==> src/rp_settings.svh <==
////////////////////////////////////////
// width, region, id and reset code macros
////////////////////////////////////////

`ifndef RP_SETTINGS_SVH
`define RP_SETTINGS_SVH

////////////////////////////////////////
// sample widths
////////////////////////////////////////

`define RP_SMP_W          14            // signed sample
`define RP_SUM_W          15            // gen + ctl before clamp
`define RP_RAW_W          16            // raw adc bus with 2 spare lsbs

////////////////////////////////////////
// system bus regions
////////////////////////////////////////

`define RP_NUM_REGIONS    8
`define RP_REG_MSB        22            // top region select bit
`define RP_REG_LSB        20

// housekeeping block
`define RP_HK_ID          32'h7270_0100 // read only id word
`define RP_LED_W          8

// zero sample in negative slope offset code
`define RP_DAC_ZERO_CODE  14'h1fff

`endif

==> src/rp_bus_pkg.sv <==
////////////////////////////////////////
// system bus request and response types
////////////////////////////////////////

package rp_bus_pkg;

  ////////////////////////////////////////
  // request
  ////////////////////////////////////////

  // one access from the bus master
  // wen and ren are single cycle strobes, never both high
  typedef struct packed {
    logic [32-1:0] addr;   // byte address with region in 22:20
    logic [32-1:0] wdata;  // write data
    logic [ 4-1:0] sel;    // byte select
    logic          wen;    // write strobe
    logic          ren;    // read strobe
  } sys_req_t;

  ////////////////////////////////////////
  // response
  ////////////////////////////////////////

  // rdata and err only mean something while ack is high
  typedef struct packed {
    logic [32-1:0] rdata;  // read data
    logic          ack;    // access done
    logic          err;    // unmapped offset
  } sys_rsp_t;

  // request is about 70 bits
  // response is 34 bits

  // empty regions answer in the strobe cycle
  // housekeeping answers one cycle later

  // no wait states and no back-pressure
  // every strobe gets exactly one ack

endpackage

==> src/rp_analog_pkg.sv <==
////////////////////////////////////////
// sample, raw adc and dac code pair types
////////////////////////////////////////

`include "rp_settings.svh"

package rp_analog_pkg;

  ////////////////////////////////////////
  // samples
  ////////////////////////////////////////

  // two's complement sample
  typedef logic signed [`RP_SMP_W-1:0] sample_t;

  // both channels, a in the upper half
  typedef struct packed {
    sample_t a;  // channel a
    sample_t b;  // channel b
  } smp_pair_t;

  ////////////////////////////////////////
  // converter side
  ////////////////////////////////////////

  // raw adc buses as they come off the pins
  // upper 14 bits carry offset code with negative slope
  typedef struct packed {
    logic [`RP_RAW_W-1:0] a;  // adc channel a
    logic [`RP_RAW_W-1:0] b;  // adc channel b
  } adc_raw_pair_t;

  // unsigned dac codes, also negative slope
  // a zero sample gives sign bit clear and all lower bits set
  typedef struct packed {
    logic [`RP_SMP_W-1:0] a;  // dac channel a
    logic [`RP_SMP_W-1:0] b;  // dac channel b
  } dac_code_pair_t;

  // sample pair is 28 bits
  // raw pair is 32 bits
  // code pair is 28 bits

  // both channels leave as one struct
  // no interleaving on a shared dac bus

endpackage

==> src/rp_sys_decode.sv <==
////////////////////////////////////////
// system bus region decoder and response mux
////////////////////////////////////////

`include "rp_settings.svh"

module rp_sys_decode (
  input  logic                 adc_clk,    // system clock
  input  logic                 rst_n_i,    // sync reset, active low
  // bus from master
  input  rp_bus_pkg::sys_req_t sys_req_i,
  output rp_bus_pkg::sys_rsp_t sys_rsp_o,
  // housekeeping slave in region 0
  output rp_bus_pkg::sys_req_t hk_req_o,
  input  rp_bus_pkg::sys_rsp_t hk_rsp_i
);

  localparam int REG_W = `RP_REG_MSB - `RP_REG_LSB + 1;

  logic [REG_W-1:0]           region;     // address bits 22..20
  logic [`RP_NUM_REGIONS-1:0] cs;         // one hot region select
  logic                       stb;        // any strobe this cycle
  logic                       empty_ack;  // immediate ack of regions 1..7
  logic                       hk_pend_q;  // hk answer due this cycle

  ////////////////////////////////////////
  // region select
  ////////////////////////////////////////

  assign region = sys_req_i.addr[`RP_REG_MSB:`RP_REG_LSB];
  assign cs     = `RP_NUM_REGIONS'(1) << region;
  assign stb    = sys_req_i.wen | sys_req_i.ren;

  // strobes only reach the occupied region
  always_comb
  begin
    hk_req_o     = sys_req_i;
    hk_req_o.wen = sys_req_i.wen & cs[0];
    hk_req_o.ren = sys_req_i.ren & cs[0];
  end

  // unoccupied regions ack right away
  assign empty_ack = stb & (|cs[`RP_NUM_REGIONS-1:1]);

  // remember a region 0 access, its ack comes next cycle
  always_ff @(posedge adc_clk)
  begin
    if (!rst_n_i)
    begin
      hk_pend_q <= 1'b0;
    end
    else
    begin
      hk_pend_q <= hk_req_o.wen | hk_req_o.ren;
    end
  end

  ////////////////////////////////////////
  // response merge
  ////////////////////////////////////////

  always_comb
  begin
    sys_rsp_o.ack   = (hk_pend_q & hk_rsp_i.ack) | empty_ack;
    sys_rsp_o.rdata = hk_pend_q ? hk_rsp_i.rdata : '0;  // empty regions read 0
    sys_rsp_o.err   = hk_pend_q & hk_rsp_i.err;         // never err from empty
  end

endmodule

==> src/rp_hk_regs.sv <==
////////////////////////////////////////
// housekeeping registers with id, loop and led
////////////////////////////////////////

`include "rp_settings.svh"

module rp_hk_regs (
  input  logic                 adc_clk,         // system clock
  input  logic                 rst_n_i,         // sync reset, active low
  // gated request from the decoder
  input  rp_bus_pkg::sys_req_t hk_req_i,
  output rp_bus_pkg::sys_rsp_t hk_rsp_o,
  // configuration outputs
  output logic                 digital_loop_o,  // dac fed back into adc path
  output logic [`RP_LED_W-1:0] led_o
);

  // register map, offset bits 7..0 only
  localparam logic [7:0] OFS_ID   = 8'h00;  // read only
  localparam logic [7:0] OFS_LOOP = 8'h04;
  localparam logic [7:0] OFS_LED  = 8'h08;

  logic [7:0]           ofs;
  logic                 stb;      // read or write this cycle
  logic                 hit;      // offset maps to a register
  logic [32-1:0]        rd_mux;
  logic                 loop_q;
  logic [`RP_LED_W-1:0] led_q;
  logic                 ack_q;
  logic                 err_q;
  logic [32-1:0]        rdata_q;

  assign ofs = hk_req_i.addr[7:0];  // region bits ignored
  assign stb = hk_req_i.wen | hk_req_i.ren;

  ////////////////////////////////////////
  // read decode
  ////////////////////////////////////////

  always_comb
  begin
    hit    = 1'b1;
    rd_mux = '0;
    case (ofs)
      OFS_ID:   rd_mux = `RP_HK_ID;
      OFS_LOOP: rd_mux = {31'd0, loop_q};
      OFS_LED:  rd_mux = {{(32-`RP_LED_W){1'b0}}, led_q};
      default:  hit    = 1'b0;  // acks with err
    endcase
  end

  // control regs and handshake
  always_ff @(posedge adc_clk)
  begin
    if (!rst_n_i)
    begin
      loop_q <= 1'b0;
      led_q  <= '0;
      ack_q  <= 1'b0;
      err_q  <= 1'b0;
    end
    else
    begin
      ack_q <= stb;        // one cycle after strobe
      err_q <= stb & ~hit;
      // both fields sit in the low byte
      if (hk_req_i.wen && hk_req_i.sel[0])
      begin
        case (ofs)
          OFS_LOOP: loop_q <= hk_req_i.wdata[0];
          OFS_LED:  led_q  <= hk_req_i.wdata[`RP_LED_W-1:0];
          default:  ;      // id write dropped
        endcase
      end
    end
  end

  // read data, zero unless a mapped read
  always_ff @(posedge adc_clk)
  begin
    rdata_q <= (hk_req_i.ren && hit) ? rd_mux : '0;
  end

  always_comb
  begin
    hk_rsp_o.rdata = rdata_q;
    hk_rsp_o.ack   = ack_q;
    hk_rsp_o.err   = err_q;
  end

  assign digital_loop_o = loop_q;
  assign led_o          = led_q;

endmodule

==> src/rp_adc_frontend.sv <==
////////////////////////////////////////
// adc input regs, code conversion, loop mux
////////////////////////////////////////

`include "rp_settings.svh"

module rp_adc_frontend (
  input  logic                         adc_clk,    // adc clock
  input  logic                         rst_n_i,    // sync reset, active low
  input  rp_analog_pkg::adc_raw_pair_t adc_raw_i,  // raw pins
  input  logic                         loop_i,     // digital loop enable
  input  rp_analog_pkg::smp_pair_t     dac_smp_i,  // saturated dac samples
  output rp_analog_pkg::smp_pair_t     adc_o
);

  logic [`RP_SMP_W-1:0]     raw_a_q;  // upper bits of raw bus a
  logic [`RP_SMP_W-1:0]     raw_b_q;
  rp_analog_pkg::smp_pair_t conv;     // two's complement view

  // negative slope offset code to two's complement
  // keep the msb, flip the rest
  function automatic rp_analog_pkg::sample_t ofs_to_tc(input logic [`RP_SMP_W-1:0] code);
    return {code[`RP_SMP_W-1], ~code[`RP_SMP_W-2:0]};
  endfunction

  ////////////////////////////////////////
  // input registers
  ////////////////////////////////////////

  always_ff @(posedge adc_clk)
  begin
    if (!rst_n_i)
    begin
      raw_a_q <= '0;
      raw_b_q <= '0;
    end
    else
    begin
      raw_a_q <= adc_raw_i.a[`RP_RAW_W-1 -: `RP_SMP_W];  // 2 lsbs dropped
      raw_b_q <= adc_raw_i.b[`RP_RAW_W-1 -: `RP_SMP_W];
    end
  end

  always_comb
  begin
    conv.a = ofs_to_tc(raw_a_q);
    conv.b = ofs_to_tc(raw_b_q);
  end

  // loopback bypasses the registers
  assign adc_o = loop_i ? dac_smp_i : conv;

endmodule

==> src/rp_dac_backend.sv <==
////////////////////////////////////////
// dac summation, saturation and code regs
////////////////////////////////////////

`include "rp_settings.svh"

module rp_dac_backend (
  input  logic                          adc_clk,    // system clock
  input  logic                          rst_n_i,    // sync reset, active low
  input  rp_analog_pkg::smp_pair_t      gen_i,      // generator samples
  input  rp_analog_pkg::smp_pair_t      ctl_i,      // controller samples
  output rp_analog_pkg::smp_pair_t      dac_smp_o,  // clamped sum, comb
  output rp_analog_pkg::dac_code_pair_t dac_o       // registered codes
);

  logic signed [`RP_SUM_W-1:0] sum_a;  // one guard bit
  logic signed [`RP_SUM_W-1:0] sum_b;

  // clamp to 14 bits when the top two bits disagree
  function automatic rp_analog_pkg::sample_t clamp(input logic signed [`RP_SUM_W-1:0] sum);
    if (sum[`RP_SUM_W-1] ^ sum[`RP_SUM_W-2])
    begin
      // overflow, take the limit on the side of the sign
      return {sum[`RP_SUM_W-1], {(`RP_SMP_W-1){~sum[`RP_SUM_W-1]}}};
    end
    return sum[`RP_SMP_W-1:0];
  endfunction

  // two's complement to negative slope offset code
  function automatic logic [`RP_SMP_W-1:0] to_code(input rp_analog_pkg::sample_t smp);
    return {smp[`RP_SMP_W-1], ~smp[`RP_SMP_W-2:0]};
  endfunction

  ////////////////////////////////////////
  // summation and saturation
  ////////////////////////////////////////

  assign sum_a = gen_i.a + ctl_i.a;  // sign extended into 15 bits
  assign sum_b = gen_i.b + ctl_i.b;

  always_comb
  begin
    dac_smp_o.a = clamp(sum_a);
    dac_smp_o.b = clamp(sum_b);
  end

  ////////////////////////////////////////
  // output code registers
  ////////////////////////////////////////

  always_ff @(posedge adc_clk)
  begin
    if (!rst_n_i)
    begin
      dac_o.a <= `RP_DAC_ZERO_CODE;  // mid scale
      dac_o.b <= `RP_DAC_ZERO_CODE;
    end
    else
    begin
      dac_o.a <= to_code(dac_smp_o.a);
      dac_o.b <= to_code(dac_smp_o.b);
    end
  end

endmodule

==> src/red_pitaya_top.sv <==
////////////////////////////////////////
// top level with bus fabric and analog path
////////////////////////////////////////

`include "rp_settings.svh"

module red_pitaya_top (
  input  logic                          adc_clk,    // single clock domain
  input  logic                          rst_n_i,    // sync reset, active low
  // system bus
  input  rp_bus_pkg::sys_req_t          sys_req_i,
  output rp_bus_pkg::sys_rsp_t          sys_rsp_o,
  // analog
  input  rp_analog_pkg::adc_raw_pair_t  adc_raw_i,  // raw adc pins
  input  rp_analog_pkg::smp_pair_t      gen_i,      // generator samples
  input  rp_analog_pkg::smp_pair_t      ctl_i,      // controller samples
  output rp_analog_pkg::smp_pair_t      adc_o,      // converted adc data
  output rp_analog_pkg::dac_code_pair_t dac_o,      // dac codes, both channels
  output logic [`RP_LED_W-1:0]          led_o
);

  rp_bus_pkg::sys_req_t     hk_req;        // region 0 request
  rp_bus_pkg::sys_rsp_t     hk_rsp;
  logic                     digital_loop;
  rp_analog_pkg::smp_pair_t dac_smp;       // saturated sum

  ////////////////////////////////////////
  // bus fabric
  ////////////////////////////////////////

  rp_sys_decode i_decode (
    .adc_clk   (adc_clk),
    .rst_n_i   (rst_n_i),
    .sys_req_i (sys_req_i),
    .sys_rsp_o (sys_rsp_o),
    .hk_req_o  (hk_req),
    .hk_rsp_i  (hk_rsp)
  );

  rp_hk_regs i_hk (
    .adc_clk        (adc_clk),
    .rst_n_i        (rst_n_i),
    .hk_req_i       (hk_req),
    .hk_rsp_o       (hk_rsp),
    .digital_loop_o (digital_loop),
    .led_o          (led_o)
  );

  ////////////////////////////////////////
  // analog path
  ////////////////////////////////////////

  rp_adc_frontend i_adc (
    .adc_clk   (adc_clk),
    .rst_n_i   (rst_n_i),
    .adc_raw_i (adc_raw_i),
    .loop_i    (digital_loop),
    .dac_smp_i (dac_smp),     // loopback source
    .adc_o     (adc_o)
  );

  rp_dac_backend i_dac (
    .adc_clk   (adc_clk),
    .rst_n_i   (rst_n_i),
    .gen_i     (gen_i),
    .ctl_i     (ctl_i),
    .dac_smp_o (dac_smp),
    .dac_o     (dac_o)
  );

endmodule

==> config.mk <==
export PLATFORM = sky130hd
export DESIGN_NAME = red_pitaya_top
export DESIGN_NICKNAME = d
export VERILOG_FILES = /design/src/rp_bus_pkg.sv /design/src/rp_analog_pkg.sv /design/src/rp_sys_decode.sv /design/src/rp_hk_regs.sv /design/src/rp_adc_frontend.sv /design/src/rp_dac_backend.sv /design/src/red_pitaya_top.sv
export VERILOG_INCLUDE_DIRS = /design/src
export SDC_FILE = /design/constraint.sdc
export NUM_CORES = 1
export LEC_CHECK = 0
export ABC_CLOCK_PERIOD_IN_PS = 2300
export BUFFER_PORTS_ARGS = -buffer_cell sky130_fd_sc_hd__buf_2
export CAP_MARGIN = 5
export CORE_MARGIN = 1.5
export CORE_UTILIZATION = 25
export CTS_BUF_LIST = sky130_fd_sc_hd__clkbuf_4
export CTS_CLUSTER_DIAMETER = 30
export DETAILED_ROUTE_END_ITERATION = 7
export SLEW_MARGIN = 15
export SYNTH_ARGS = -nofsm -noshare
export SYNTH_HDL_FRONTEND = slang
export SYNTH_SLANG_ARGS = --single-unit
export TNS_END_PERCENT = 100
==> constraint.sdc <==
create_clock -name adc_clk -period 2.3 [get_ports adc_clk]
set_input_delay 0.115 -clock adc_clk [delete_from_list [all_inputs] [get_ports adc_clk]]
set_output_delay 0.115 -clock adc_clk [all_outputs]
set_load 0.01 [all_outputs]
==> results.env, run 1 <==
FIRSTDRTPASSITERS=5
MIN_FROM='rst_n_i'
ROOT_BUFFER='clkbuf_4'
INSERTION_DELAY_NS=0.44
GRT_FIRST_PASS_WIRELENGTH_UM=22500
ROUTE.LAYER.MET1.WL_UM=6280
YS_WARN_COUNT=0
DRV.MAX_CAP_VIOLATION_COUNT=0
MAX_IR_DROP_VDD_V=0.000317
MIN-DELAY-PATH-CLASS='input pin to flip-flop'
ARRIVAL_NS=2.48
DP_HPWL_UM=10800
PLACE_INST=934
FIN_HOLD_WS_NS=0.0857
FINAL_CORE_UTILIZATION_PCT=43.6
DETAILEDROUTE.FIRSTITERATIONVIOLATIONS=88
DRT.ANTENNA.VIOLATING_NETS=0
CTS_TREE='yes'
WHS_PATH_DEPTH=3
CRITPATHCAPTURETYPE='output pin'
WORST-ENDPOINT-REQUIRED_NS=2.18
GRT.OVERFLOW.TOTAL=0
CORE.ROWCOUNT=47
OUTCOME='finished, violations left'
UNREPAIRED_SETUP_ENDPOINTS_AFTER_GLOBAL_ROUTING='true'
CORE-AREA_UM2=16500
HOLD_PATH_ENDPOINT='i_hk.led_o[0]$_SDFFE_PN0P_'
SETUP_VIOLATIONS=27
ANTENNA_FOUND_INITIAL=1
VIAS=4465
CTS_MAX_LEVEL=3
MAX_FREQ_GHz=0.385
LAYOUT.AREA.SEQ_UM2=1520
POST-ROUTE-WORST-SETUP-SLACK_NS=-0.299
WIRELENGTH_UM=14600
NUMBER_OF_REMAINING_DRC_ERRORS=0
SYN_AVG_CELL_AREA_UM2=8.99
GR-USAGE-ALL-LAYERS_PCT=16.2
DIE_AREA_UM2=17700
PLACED_CELL_AREA_UM2=5990
WORST_SETUP_PATH_START_KIND='input pin'
YOSYS_REGISTER_BITS=76
PLACE.GP.CONGESTION=0.824
SYN2LAYOUT_AREA_GROWTH_PCT=70.4
PERIOD_NEEDED_NS=2.60
POST_SYNTH_INST_COUNT=470
SYNTHESIS.AREA_UM2=4230
SYNTHFLOPTYPE='dfxtp_1'
GRT_START_MAX_NET_PINS=34
MULTIINPUTGATEAREA_UM2=2970
SYNTH_CELL_TYPES=56
ROUTE.MET3.WL_UM=655
POWER_DENSITY_nW_PER_UM2=549
STDCELL_AREA_UM2=7200
GRT_PASS1_VIAS=4537
CLKSINKCOUNT=76
PRECTSSETUPSLACK_NS=-0.392
PORT_BUFFERS=189
DESIGN_POWER_TOTAL_mW=3.95
DIEHEIGHT_UM=133
WORST_CLOCK_SKEW_NS=0.0112
LAYOUT.NETS=979
TOTAL_OF_FILL_CELLS_IN_THE_FINISHED_DESIGN=1600
WIRE_PER_INST_UM=14.3
PERIOD_SHARE_PCT=113
DIE_W_UM=133
AVGVIACOUNTPERCELL=4.40
CTS_BUFFER_COUNT=9
CP_MAX_FO=6
R2R-END='i_hk.rdata_q[0]$_SDFF_PN0_'
MAXSLEWVIOLCOUNT=0
TIGHTESTPINTRANSITION_NS=0.489
POST_LAYOUT_NONFILLER_INSTANCES=1015
MAX_SLEW_MARGIN_PCT=67.1
SEQ_AREA_FRAC_SYNTH_PCT=36.0
FINAL.SETUP.TNS_NS=-5.95
SYNTHARSTFLOPSHARE_PCT=0
SETUP_SLACK_OF_THE_WORST_REGISTER_TO_REGISTER_PATH_NS=1.39
TIMING.RR.START='i_hk.digital_loop_o$_SDFFE_PN0P_'
DR_WL_MET2_UM=7270
CTS.PATH.MAX_BUFFERS=2
FLOORPLAN.INITIALDENSITY_PCT=25.6
LAYOUT-DRIVE-GT1-SHARE_PCT=47.2
WORST_SETUP_HOLD_PATH_CLK_SLEW_NS=0.14
HOLD_VIOL=0
ROUTED.TOP_LAYER='met4'
WORST-R2R-CELL-COUNT=3
CRIT_TYPE='input pin to output pin'
TOTAL_LEAKAGE_POWER_nW=3.33
DESIGN.PORTCOUNT=258
SYNTH_ENABLE_FLOP_CELLS=0
VIOLATIONS='setup timing'
worst max path at each step:
| stage | startpoint | to | slack (ns) | cells after the start |
|---|---|---|---|---|
| after floorplan | gen_i[14] | adc_o[26] | -0.08 | 9 |
| after global placement | gen_i[0] | adc_o[7] | -0.37 | 12 |
| after detailed placement | gen_i[0] | adc_o[7] | -0.39 | 12 |
| after CTS | ctl_i[24] | adc_o[23] | -0.31 | 11 |
| after global routing | gen_i[15] | adc_o[23] | -0.38 | 11 |
| final | gen_i[15] | adc_o[23] | -0.30 | 11 |
cells in the final DEF, fill, tap and decap left out, types with 4 or more instances in the layout:
cell type	Yosys	layout
nor3_1	4	4
dfxtp_1	76	76
buf_12	0	5
o21a_1	5	5
a21oi_1	26	21
nor2_1	30	29
nand2_4	0	5
dlygate4sd3_1	0	46
o21ai_4	0	7
o21ai_2	0	4
mux2i_1	13	13
ha_1	28	23
nand2_1	27	20
inv_1	7	7
xor2_1	9	9
a21oi_4	0	4
buf_4	23	90
buf_6	0	10
clkbuf_4	0	10
and2_1	45	45
buf_2	2	182
xnor2_1	10	9
o21ai_1	0	4
o21bai_1	5	5
a21o_1	29	29
nor2b_1	7	7
nand2b_1	8	8
a22oi_2	0	17
nand3_1	5	5
conb_1	1	16
o21ai_0	29	14
report_power, final:
part           internal, mW  switching [mW]
registers              1.43          0.0319
logic                 0.850           0.802
clock network         0.344           0.499
cells in the mapped netlist, types with 2 or more instances:
library cell | instances | area [um2]
a211o_1 | 3 | 26.3
a211oi_1 | 4 | 30.0
a211oi_2 | 2 | 25.0
a21o_1 | 29 | 218
a21oi_1 | 26 | 130
a22oi_1 | 18 | 135
a31oi_1 | 4 | 25.0
and2_1 | 45 | 282
and3_1 | 3 | 18.8
buf_2 | 2 | 10.0
buf_4 | 23 | 173
clkbuf_1 | 13 | 48.8
dfxtp_1 | 76 | 1520
fa_1 | 2 | 40.0
ha_1 | 28 | 350
inv_1 | 7 | 26.3
mux2i_1 | 13 | 130
nand2_1 | 27 | 101
nand2b_1 | 8 | 50.1
nand3_1 | 5 | 25.0
nand3b_1 | 2 | 15.0
nand4_1 | 2 | 12.5
nor2_1 | 30 | 113
nor2b_1 | 7 | 43.8
nor3_1 | 4 | 20.0
nor3b_1 | 3 | 22.5
o21a_1 | 5 | 37.5
o21ai_0 | 29 | 145
o21bai_1 | 5 | 37.5
or3_1 | 2 | 12.5
xnor2_1 | 10 | 87.6
xor2_1 | 9 | 78.8
kinds of logic (layout without fill, tap and decap cells):
kind of cell	count (synthesis)	in the layout	synth area share [%]
AND/OR/NAND/NOR	145	145	18.3
AO/OA/AOI/OAI	137	137	22.5
flip-flops	76	76	36.0
buffers and inverters	48	357	6.63
adder cells (fa/ha/maj)	31	31	9.47
XOR/XNOR	19	19	3.94
multiplexers	13	13	3.08
other	1	17	0.0887
registers in the layout, summed over array words and instances, names as in the netlist:
register / cells
i_hk.err_q: 1
i_hk.rdata_q: 9
i_dac.dac_o: 28
i_hk.ack_q: 1
i_adc.raw_a_q: 14
i_hk.digital_loop_o: 1
i_hk.led_o: 8
i_adc.raw_b_q: 14
timing repair:
action | 4_1_cts | 5_1_grt
endpoints found under the hold margin | 41 | 0
resized for setup | 66 | 24
endpoints found under the setup margin | 27 | 37
hold buffers | 46 | 0
pin swaps | 41 | 16
buffers inserted | 13 | 8
worst max-delay path: stages:
cell and delay [ns]:
buf_2 0.11, ha_1 0.33, a211oi_2 0.32, nor2_2 0.10, a2111o_1 0.43, a221oi_4 0.32
or2_4 0.24, buf_12 0.15, nand2_4 0.05, a22oi_2 0.15, buf_2 0.16
area by class of cell:
cell class                 count  area share (%)
antenna                        1          0.0348
clock buffer                  10            1.04
clock inverter                 6           0.869
inverter                       8           0.417
multi-input combinational    361            41.3
sequential                    76            21.1
tap                          220            3.82
timing repair buffer         333            31.4
routing by layer:
metal | GRT usage [%] | up-vias
li1 | - | 2252
met1 | 18.9 | 2048
met2 | 29.1 | 143
met3 | 2.87 | 22
met4 | 6.84 | 0
met5 | 0 | -
Power figures use the tool's default switching activity.
==> run 2: changes to the inputs <==
Settings changed: CORE_MARGIN 1.5 to 5.
==> results.env, run 2 (synthesis results as in run 1) <==
ROUTE.LAYER.MET1.WL_UM=6330  # +0.84%
FLOORPLAN.INITIALDENSITY_PCT=25.5  # -0.091 points
CP_MAX_FO=6  # unchanged
DP_HPWL_UM=11400  # +5.8%
VIOLATIONS='setup timing'
UNREPAIRED_SETUP_ENDPOINTS_AFTER_GLOBAL_ROUTING='true'
PORT_BUFFERS=189  # unchanged
DR_WL_MET2_UM=7520  # +3.4%
POST-ROUTE-WORST-SETUP-SLACK_NS=-0.330  # -0.0316 ns
CLKSINKCOUNT=76  # unchanged
CORE.ROWCOUNT=47  # unchanged
CRITICAL_PATH.TOP_DELAY_FAMILY='compound AO/OA/AOI/OAI gates'
FINAL.SETUP.TNS_NS=-7.20  # -1.25 ns
PLACED_CELL_AREA_UM2=5990  # about the same
ROOT_BUFFER='clkbuf_4'
CP_NUM_CELLS=11  # unchanged
WORST_SETUP_PATH_START_KIND='input pin'
FINAL_COMMON_CELL='buf_2'
CRIT_TYPE='input pin to output pin'
LAYOUT-DRIVE-GT1-SHARE_PCT=45.9  # -1.4 points
SETUP_SLACK_OF_THE_WORST_REGISTER_TO_REGISTER_PATH_NS=1.43  # +0.04 ns
TIGHTESTPINTRANSITION_NS=0.507  # +0.0186 ns
FINAL_CORE_UTILIZATION_PCT=43.2  # -0.37 points
CRIT_PATH_TOP_DELAY_CELL='a2111o_1'
TIMING.RR.START='i_hk.digital_loop_o$_SDFFE_PN0P_'
STDCELL_AREA_UM2=7170  # -0.49%
OUTCOME='finished, violations left'
PATH_CELLS='buf_6, ha_4, and3_4, or3_1, a2111o_1, a221oi_4, or2_4, buf_12, nand2_4, a22oi_1, buf_2'
WORST-PATH-BUF-INV=3  # unchanged
NUMBER_OF_REMAINING_DRC_ERRORS=0  # unchanged
HOLD_VIOL=0  # unchanged
ARRIVAL_NS=2.52  # +0.04 ns
WORST-ENDPOINT-REQUIRED_NS=2.18  # about the same
WIRELENGTH_UM=15100  # +3.7%
TOTAL_LEAKAGE_POWER_nW=3.35  # +0.39%
GRT_START_MAX_NET_PINS=34  # unchanged
INSERTION_DELAY_NS=0.46  # +0.02 ns
WORST_SETUP_HOLD_PATH_CLK_SLEW_NS=0.12  # -0.02 ns
GR-USAGE-ALL-LAYERS_PCT=15.3  # -0.95 points
PRECTSSETUPSLACK_NS=-0.486  # -0.0945 ns
DESIGN_POWER_TOTAL_mW=4.02  # +1.7%
MAX_SLEW_MARGIN_PCT=66.1  # -0.98 points
DIE_W_UM=140  # +5.3%
DETAILEDROUTE.FIRSTITERATIONVIOLATIONS=88  # unchanged
CRITPATHCAPTURETYPE='output pin'
ANTENNA_FOUND_INITIAL=1  # unchanged
VIAS=4489  # +0.54%
CTS.PATH.MAX_BUFFERS=2  # unchanged
CRITICAL_PATH.ENDPOINT='adc_o[24]'
MAX_FREQ_GHz=0.380  # -1.2%
WORST_CLOCK_SKEW_NS=0.0113  # +0.0000849 ns
AVGVIACOUNTPERCELL=4.41  # +0.34%
MAX_IR_DROP_VDD_V=0.000302  # -4.8%
CTS_TREE='yes'
GRT_PASS1_VIAS=4736  # +4.4%
REGISTERS.TOP_BY_FF_COUNT='i_dac.dac_o'
FIRSTDRTPASSITERS=4  # -1
PERIOD_SHARE_PCT=114  # +1.4 points
DIEHEIGHT_UM=140  # +5.3%
SYN2LAYOUT_AREA_GROWTH_PCT=69.5
WIRE_PER_INST_UM=14.8  # +3.5%
DRT.ANTENNA.VIOLATING_NETS=0  # unchanged
SETUP_VIOLATIONS=27  # unchanged
TIMING.CRITICAL_PATH.SLOWEST_CELL_DELAY_NS=0.45  # +0.02 ns
CTS_MAX_LEVEL=3  # unchanged
ROUTED.TOP_LAYER='met4'
GRT.OVERFLOW.TOTAL=0  # unchanged
LARGEST_REG_FLOPS=28  # unchanged
LAYOUT.NETS=981  # +0.20%
CRITPATHLAUNCH='ctl_i[25]'
PERIOD_NEEDED_NS=2.63  # +0.0316 ns
GRT_FIRST_PASS_WIRELENGTH_UM=24000  # +6.8%
MAXSLEWVIOLCOUNT=0  # unchanged
R2R-END='i_hk.rdata_q[0]$_SDFF_PN0_'
DIE_AREA_UM2=19600  # +11%
FINAL_CELL_MIX='178 x buf_2, 91 x buf_4, 76 x dfxtp_1'
MIN-DELAY-PATH-CLASS='input pin to flip-flop'
CORE-AREA_UM2=16600  # +0.36%
DESIGN.PORTCOUNT=258  # unchanged
WORST-R2R-CELL-COUNT=3  # unchanged
CTS_BUFFER_COUNT=9  # unchanged
ROUTE.MET3.WL_UM=947  # +45%
PLACE.GP.CONGESTION=0.867  # +5.2%
DRV.MAX_CAP_VIOLATION_COUNT=0  # unchanged
LARGESTREGISTERS='i_dac.dac_o x28, i_adc.raw_a_q x14, i_adc.raw_b_q x14'
POWER_DENSITY_nW_PER_UM2=561  # +2.2%
run 2: what timing repair did:
action                                  in CTS  in global routing
setup buffers                               15                  6
endpoints found under the hold margin       41                  0
endpoints found under the setup margin      28                 30
resized for setup                           59                 22
hold buffers                                46                  0
pin swaps                                   34                 19
run 2: how the worst min path moves through the flow:
stage / from / to / slack [ns] / depth (start not counted)
2_1_floorplan: rst_n_i / i_dac.dac_o[14]$_SDFF_PN1_ / 0.19 / 1
3_3_place_gp: adc_raw_i[21] / i_adc.raw_a_q[3]$_SDFF_PN0_ / 0.32 / 2
3_5_place_dp: adc_raw_i[15] / i_adc.raw_b_q[13]$_SDFF_PN0_ / 0.33 / 2
4_1_cts: gen_i[14] / i_dac.dac_o[14]$_SDFF_PN1_ / 0.04 / 4
5_1_grt: gen_i[14] / i_dac.dac_o[14]$_SDFF_PN1_ / 0.05 / 4
6_report: gen_i[14] / i_dac.dac_o[14]$_SDFF_PN1_ / 0.1 / 4
run 2: per-stage QoR:
| step | cells | hold WS [ns] |
|---|---|---|
| floorplan | 485 | 0.188 |
| global placement | 935 | 0.320 |
| detailed placement | 935 | 0.326 |
| CTS | 1010 | 0.0371 |
| global route | 1017 | 0.0538 |
| finish | 1017 | 0.100 |
run 2: layer usage:
layer | vias to the layer above | GRT usage (%)
met1 | 2043 | 18.2
met3 | 23 | 3.75
met5 | - | 0
met4 | 0 | 5.30
li1 | 2262 | -
met2 | 161 | 26.7
run 2: area by class of cell:
type | instances | area (um2)
Clock buffer | 9 | 67.6
Tap cell | 220 | 275
Timing Repair Buffer | 335 | 2290
Clock inverter | 7 | 98.8
Multi-Input combinational cell | 361 | 2880
Sequential cell | 76 | 1520
Fill cell | 1665 | 9420
Inverter | 8 | 30.0
Antenna cell | 1 | 2.50
run 2: worst register-to-register path, cell delays in order, from the launching register on:
cell      delay (ns)
dfxtp_1         0.36
buf_4           0.23
nand3b_1        0.10
a21oi_1         0.14
run 2: report_power, final:
| group | switching [mW] | internal [mW] | total (mW) |
|---|---|---|---|
| clock | 0.518 | 0.445 | 0.963 |
| sequential | 0.0313 | 1.43 | 1.46 |
| combinational | 0.776 | 0.824 | 1.60 |
| total | 1.32 | 2.70 | 4.02 |
==> run 3: changes to the inputs <==
Settings changed: CTS_BUF_LIST sky130_fd_sc_hd__clkbuf_4 to sky130_fd_sc_hd__clkbuf_4 sky130_fd_sc_hd__clkbuf_8 sky130_fd_sc_hd__clkbuf_16.
==> results.env, run 3 (synthesis results as in run 1) <==
FINAL_COMMON_CELL='buf_2'
MAX_IR_DROP_VDD_V=0.000350  # +16%
SETUP_VIOLATIONS=27  # unchanged
LAYOUT.NETS=962  # -1.9%
FINAL_CELL_MIX='178 x buf_2, 88 x buf_4, 76 x dfxtp_1'
CRITPATHCAPTURETYPE='output pin'
CTS_MAX_LEVEL=3  # unchanged
TOTAL_LEAKAGE_POWER_nW=3.34  # -0.26%
ARRIVAL_NS=2.51  # about the same
GRT_FIRST_PASS_WIRELENGTH_UM=23600  # -1.9%
CTS.PATH.MAX_BUFFERS=2  # unchanged
GR-USAGE-ALL-LAYERS_PCT=15.0  # -0.31 points
REGISTERS.TOP_BY_FF_COUNT='i_dac.dac_o'
WORST_SETUP_PATH_START_KIND='input pin'
DESIGN_POWER_TOTAL_mW=4.59  # +14%
PORT_BUFFERS=189  # unchanged
WIRELENGTH_UM=14800  # -1.8%
LARGESTREGISTERS='i_dac.dac_o x28, i_adc.raw_a_q x14, i_adc.raw_b_q x14'
PERIOD_SHARE_PCT=114  # -0.39 points
STDCELL_AREA_UM2=7160  # about the same
HOLD_VIOL=0  # unchanged
POWER_DENSITY_nW_PER_UM2=640  # +14%
FLOORPLAN.INITIALDENSITY_PCT=25.5  # unchanged
WORST-R2R-CELL-COUNT=3  # unchanged
MULTIINPUTGATEAREA_UM2=2910  # +0.82%
TIGHTESTPINTRANSITION_NS=0.526  # +0.0188 ns
CP_MAX_FO=6  # unchanged
HOLD_PATH_ENDPOINT='i_hk.led_o[3]$_SDFFE_PN0P_'
MAXSLEWVIOLCOUNT=0  # unchanged
DIE_AREA_UM2=19600  # unchanged
PERIOD_NEEDED_NS=2.62  # -0.00896 ns
GRT.OVERFLOW.TOTAL=0  # unchanged
CTS_TREE='yes'
CRIT_TYPE='input pin to output pin'
CLOCK_POWER_SHARE_PCT=33.5  # +9.5 points
PLACE_INST=935  # unchanged
PATH_CELLS='buf_6, ha_4, and3_4, or3_1, a2111o_1, a221oi_4, or2_4, buf_12, nand2_4, a22oi_1, buf_2'
COMBPWRFRAC_PCT=34.7  # -5.1 points
MIN_FROM='sys_req_i[9]'
DP_HPWL_UM=11400  # unchanged
WHS_PATH_DEPTH=3  # -1
OUTCOME='finished, violations left'
MIN-DELAY-PATH-CLASS='input pin to flip-flop'
LARGEST_REG_FLOPS=28  # unchanged
PLACED_CELL_AREA_UM2=5990  # unchanged
MAX_SLEW_MARGIN_PCT=64.7  # -1.4 points
POST-ROUTE-WORST-SETUP-SLACK_NS=-0.321  # +0.00896 ns
VIOLATIONS='setup timing'
ROOT_BUFFER='clkbuf_16'
DRV.MAX_CAP_VIOLATION_COUNT=0  # unchanged
DRT.ANTENNA.VIOLATING_NETS=0  # unchanged
TIMING.RR.START='i_hk.digital_loop_o$_SDFFE_PN0P_'
CLKSINKCOUNT=76  # unchanged
UNREPAIRED_SETUP_ENDPOINTS_AFTER_GLOBAL_ROUTING='true'
NET_SWITCHING_POWER_OF_THE_DESIGN_mW=1.39  # +5.0%
R2R-END='i_hk.rdata_q[0]$_SDFF_PN0_'
LAYOUT.AREA.SEQ_UM2=1520  # unchanged
WORST-ENDPOINT-REQUIRED_NS=2.18  # about the same
ANTENNA_FOUND_INITIAL=0  # -1
LAYOUT-DRIVE-GT1-SHARE_PCT=46.8  # +0.99 points
PRECTSSETUPSLACK_NS=-0.486  # unchanged
POWER.INTERNAL_mW=3.20  # +19%
NUMBER_OF_REMAINING_DRC_ERRORS=0  # unchanged
WORST_SETUP_HOLD_PATH_CLK_SLEW_NS=0.06  # -0.06 ns
DIEHEIGHT_UM=140  # unchanged
WIRE_PER_INST_UM=14.9  # +0.21%
WORST_CLOCK_SKEW_NS=0.00461  # -0.00668 ns
MAX_FREQ_GHz=0.381  # +0.34%
POWER_FRAC_SEQ_PCT=31.8  # -4.5 points
SETUP_SLACK_OF_THE_WORST_REGISTER_TO_REGISTER_PATH_NS=1.44  # about the same
GRT_START_MAX_NET_PINS=34  # unchanged
TIMING.CRITICAL_PATH.SLOWEST_CELL_DELAY_NS=0.45  # about the same
AVGVIACOUNTPERCELL=4.41  # about the same
DETAILEDROUTE.FIRSTITERATIONVIOLATIONS=94  # +6.8%
GRT_PASS1_VIAS=4626  # -2.3%
SYN2LAYOUT_AREA_GROWTH_PCT=69.5  # about the same
TOTAL_OF_FILL_CELLS_IN_THE_FINISHED_DESIGN=1658  # -0.42%
INSERTION_DELAY_NS=0.34  # -0.12 ns
POST_LAYOUT_NONFILLER_INSTANCES=997  # -2.0%
PLACE.GP.CONGESTION=0.867  # unchanged
DIE_W_UM=140  # unchanged
CORE-AREA_UM2=16600  # unchanged
VIAS=4400  # -2.0%
CRIT_PATH_TOP_DELAY_CELL='a2111o_1'
CORE.ROWCOUNT=47  # unchanged
DESIGN.PORTCOUNT=258  # unchanged
CTS_BUFFER_COUNT=9  # unchanged
FIRSTDRTPASSITERS=4  # unchanged
NETSWITCHINGFRACTION_PCT=30.3  # -2.6 points
NUM_ANTENNA_CELLS=0  # -1
run 3: power groups by stage:
| stage | logic (mW) | registers [mW] | clock network [mW] |
|---|---|---|---|
| floorplan | 0.660 | 1.53 | 0 |
| global placement | 1.27 | 1.49 | 0 |
| detailed placement | 1.27 | 1.49 | 0 |
| CTS | 1.49 | 1.46 | 1.59 |
| global route | 1.74 | 1.47 | 1.64 |
| finish | 1.59 | 1.46 | 1.54 |
run 3: per-layer routing:
layer | share of wire [%] | vias up | wire length [um] | global-route usage (%)
met5 | 0 | - | 0 | 0
met4 | 1.7 | 0 | 254 | 5.25
met3 | 5.9 | 19 | 877 | 3.14
met2 | 50 | 155 | 7360 | 26.0
met1 | 43 | 2001 | 6340 | 18.3
li1 | - | 2225 | - | -
run 3: what timing repair did:
action	4_1_cts	5_1_grt
resized for setup	60	26
endpoints found under the hold margin	27	0
pin swaps	34	23
gates cloned	0	0
setup buffers	15	5
endpoints found under the setup margin	28	49
hold buffers	28	0
run 3: final cells by class:
type | count | area share, %
clock inverter | 7 | 1.38
tap | 220 | 3.84
multi-input combinational | 361 | 40.6
sequential | 76 | 21.2
clock buffer | 9 | 3.14
timing repair buffer | 316 | 29.4
inverter | 8 | 0.419
run 3: worst max-delay path by stage:
stage | startpoint | endpoint | slack, ns | depth (start not counted)
6_report | ctl_i[25] | adc_o[24] | -0.32 | 11
2_1_floorplan | gen_i[14] | adc_o[26] | -0.08 | 9
3_5_place_dp | gen_i[14] | adc_o[24] | -0.49 | 11
4_1_cts | ctl_i[0] | adc_o[4] | -0.39 | 13
3_3_place_gp | gen_i[0] | adc_o[12] | -0.45 | 12
5_1_grt | ctl_i[0] | adc_o[4] | -0.45 | 13
run 3: per-stage QoR:
stage                     util [%]  TNS [ns]  hold slack [ns]
final                         43.2     -7.04           0.0232
after global routing          43.2    -10.33           0.0141
after CTS                     42.0     -8.79          0.00551
after detailed placement      36.1    -17.27            0.326
after global placement        36.1    -15.20            0.320
after floorplan                  -    -0.190            0.188
run 3: worst max-delay path: cells and delay by family:
kind                     cells  cell delay, ns
AO/OA/AOI/OAI                3            0.93
AND/OR/NAND/NOR              4            0.81
buffers and inverters        3            0.42
adder cells (fa/ha/maj)      1            0.23
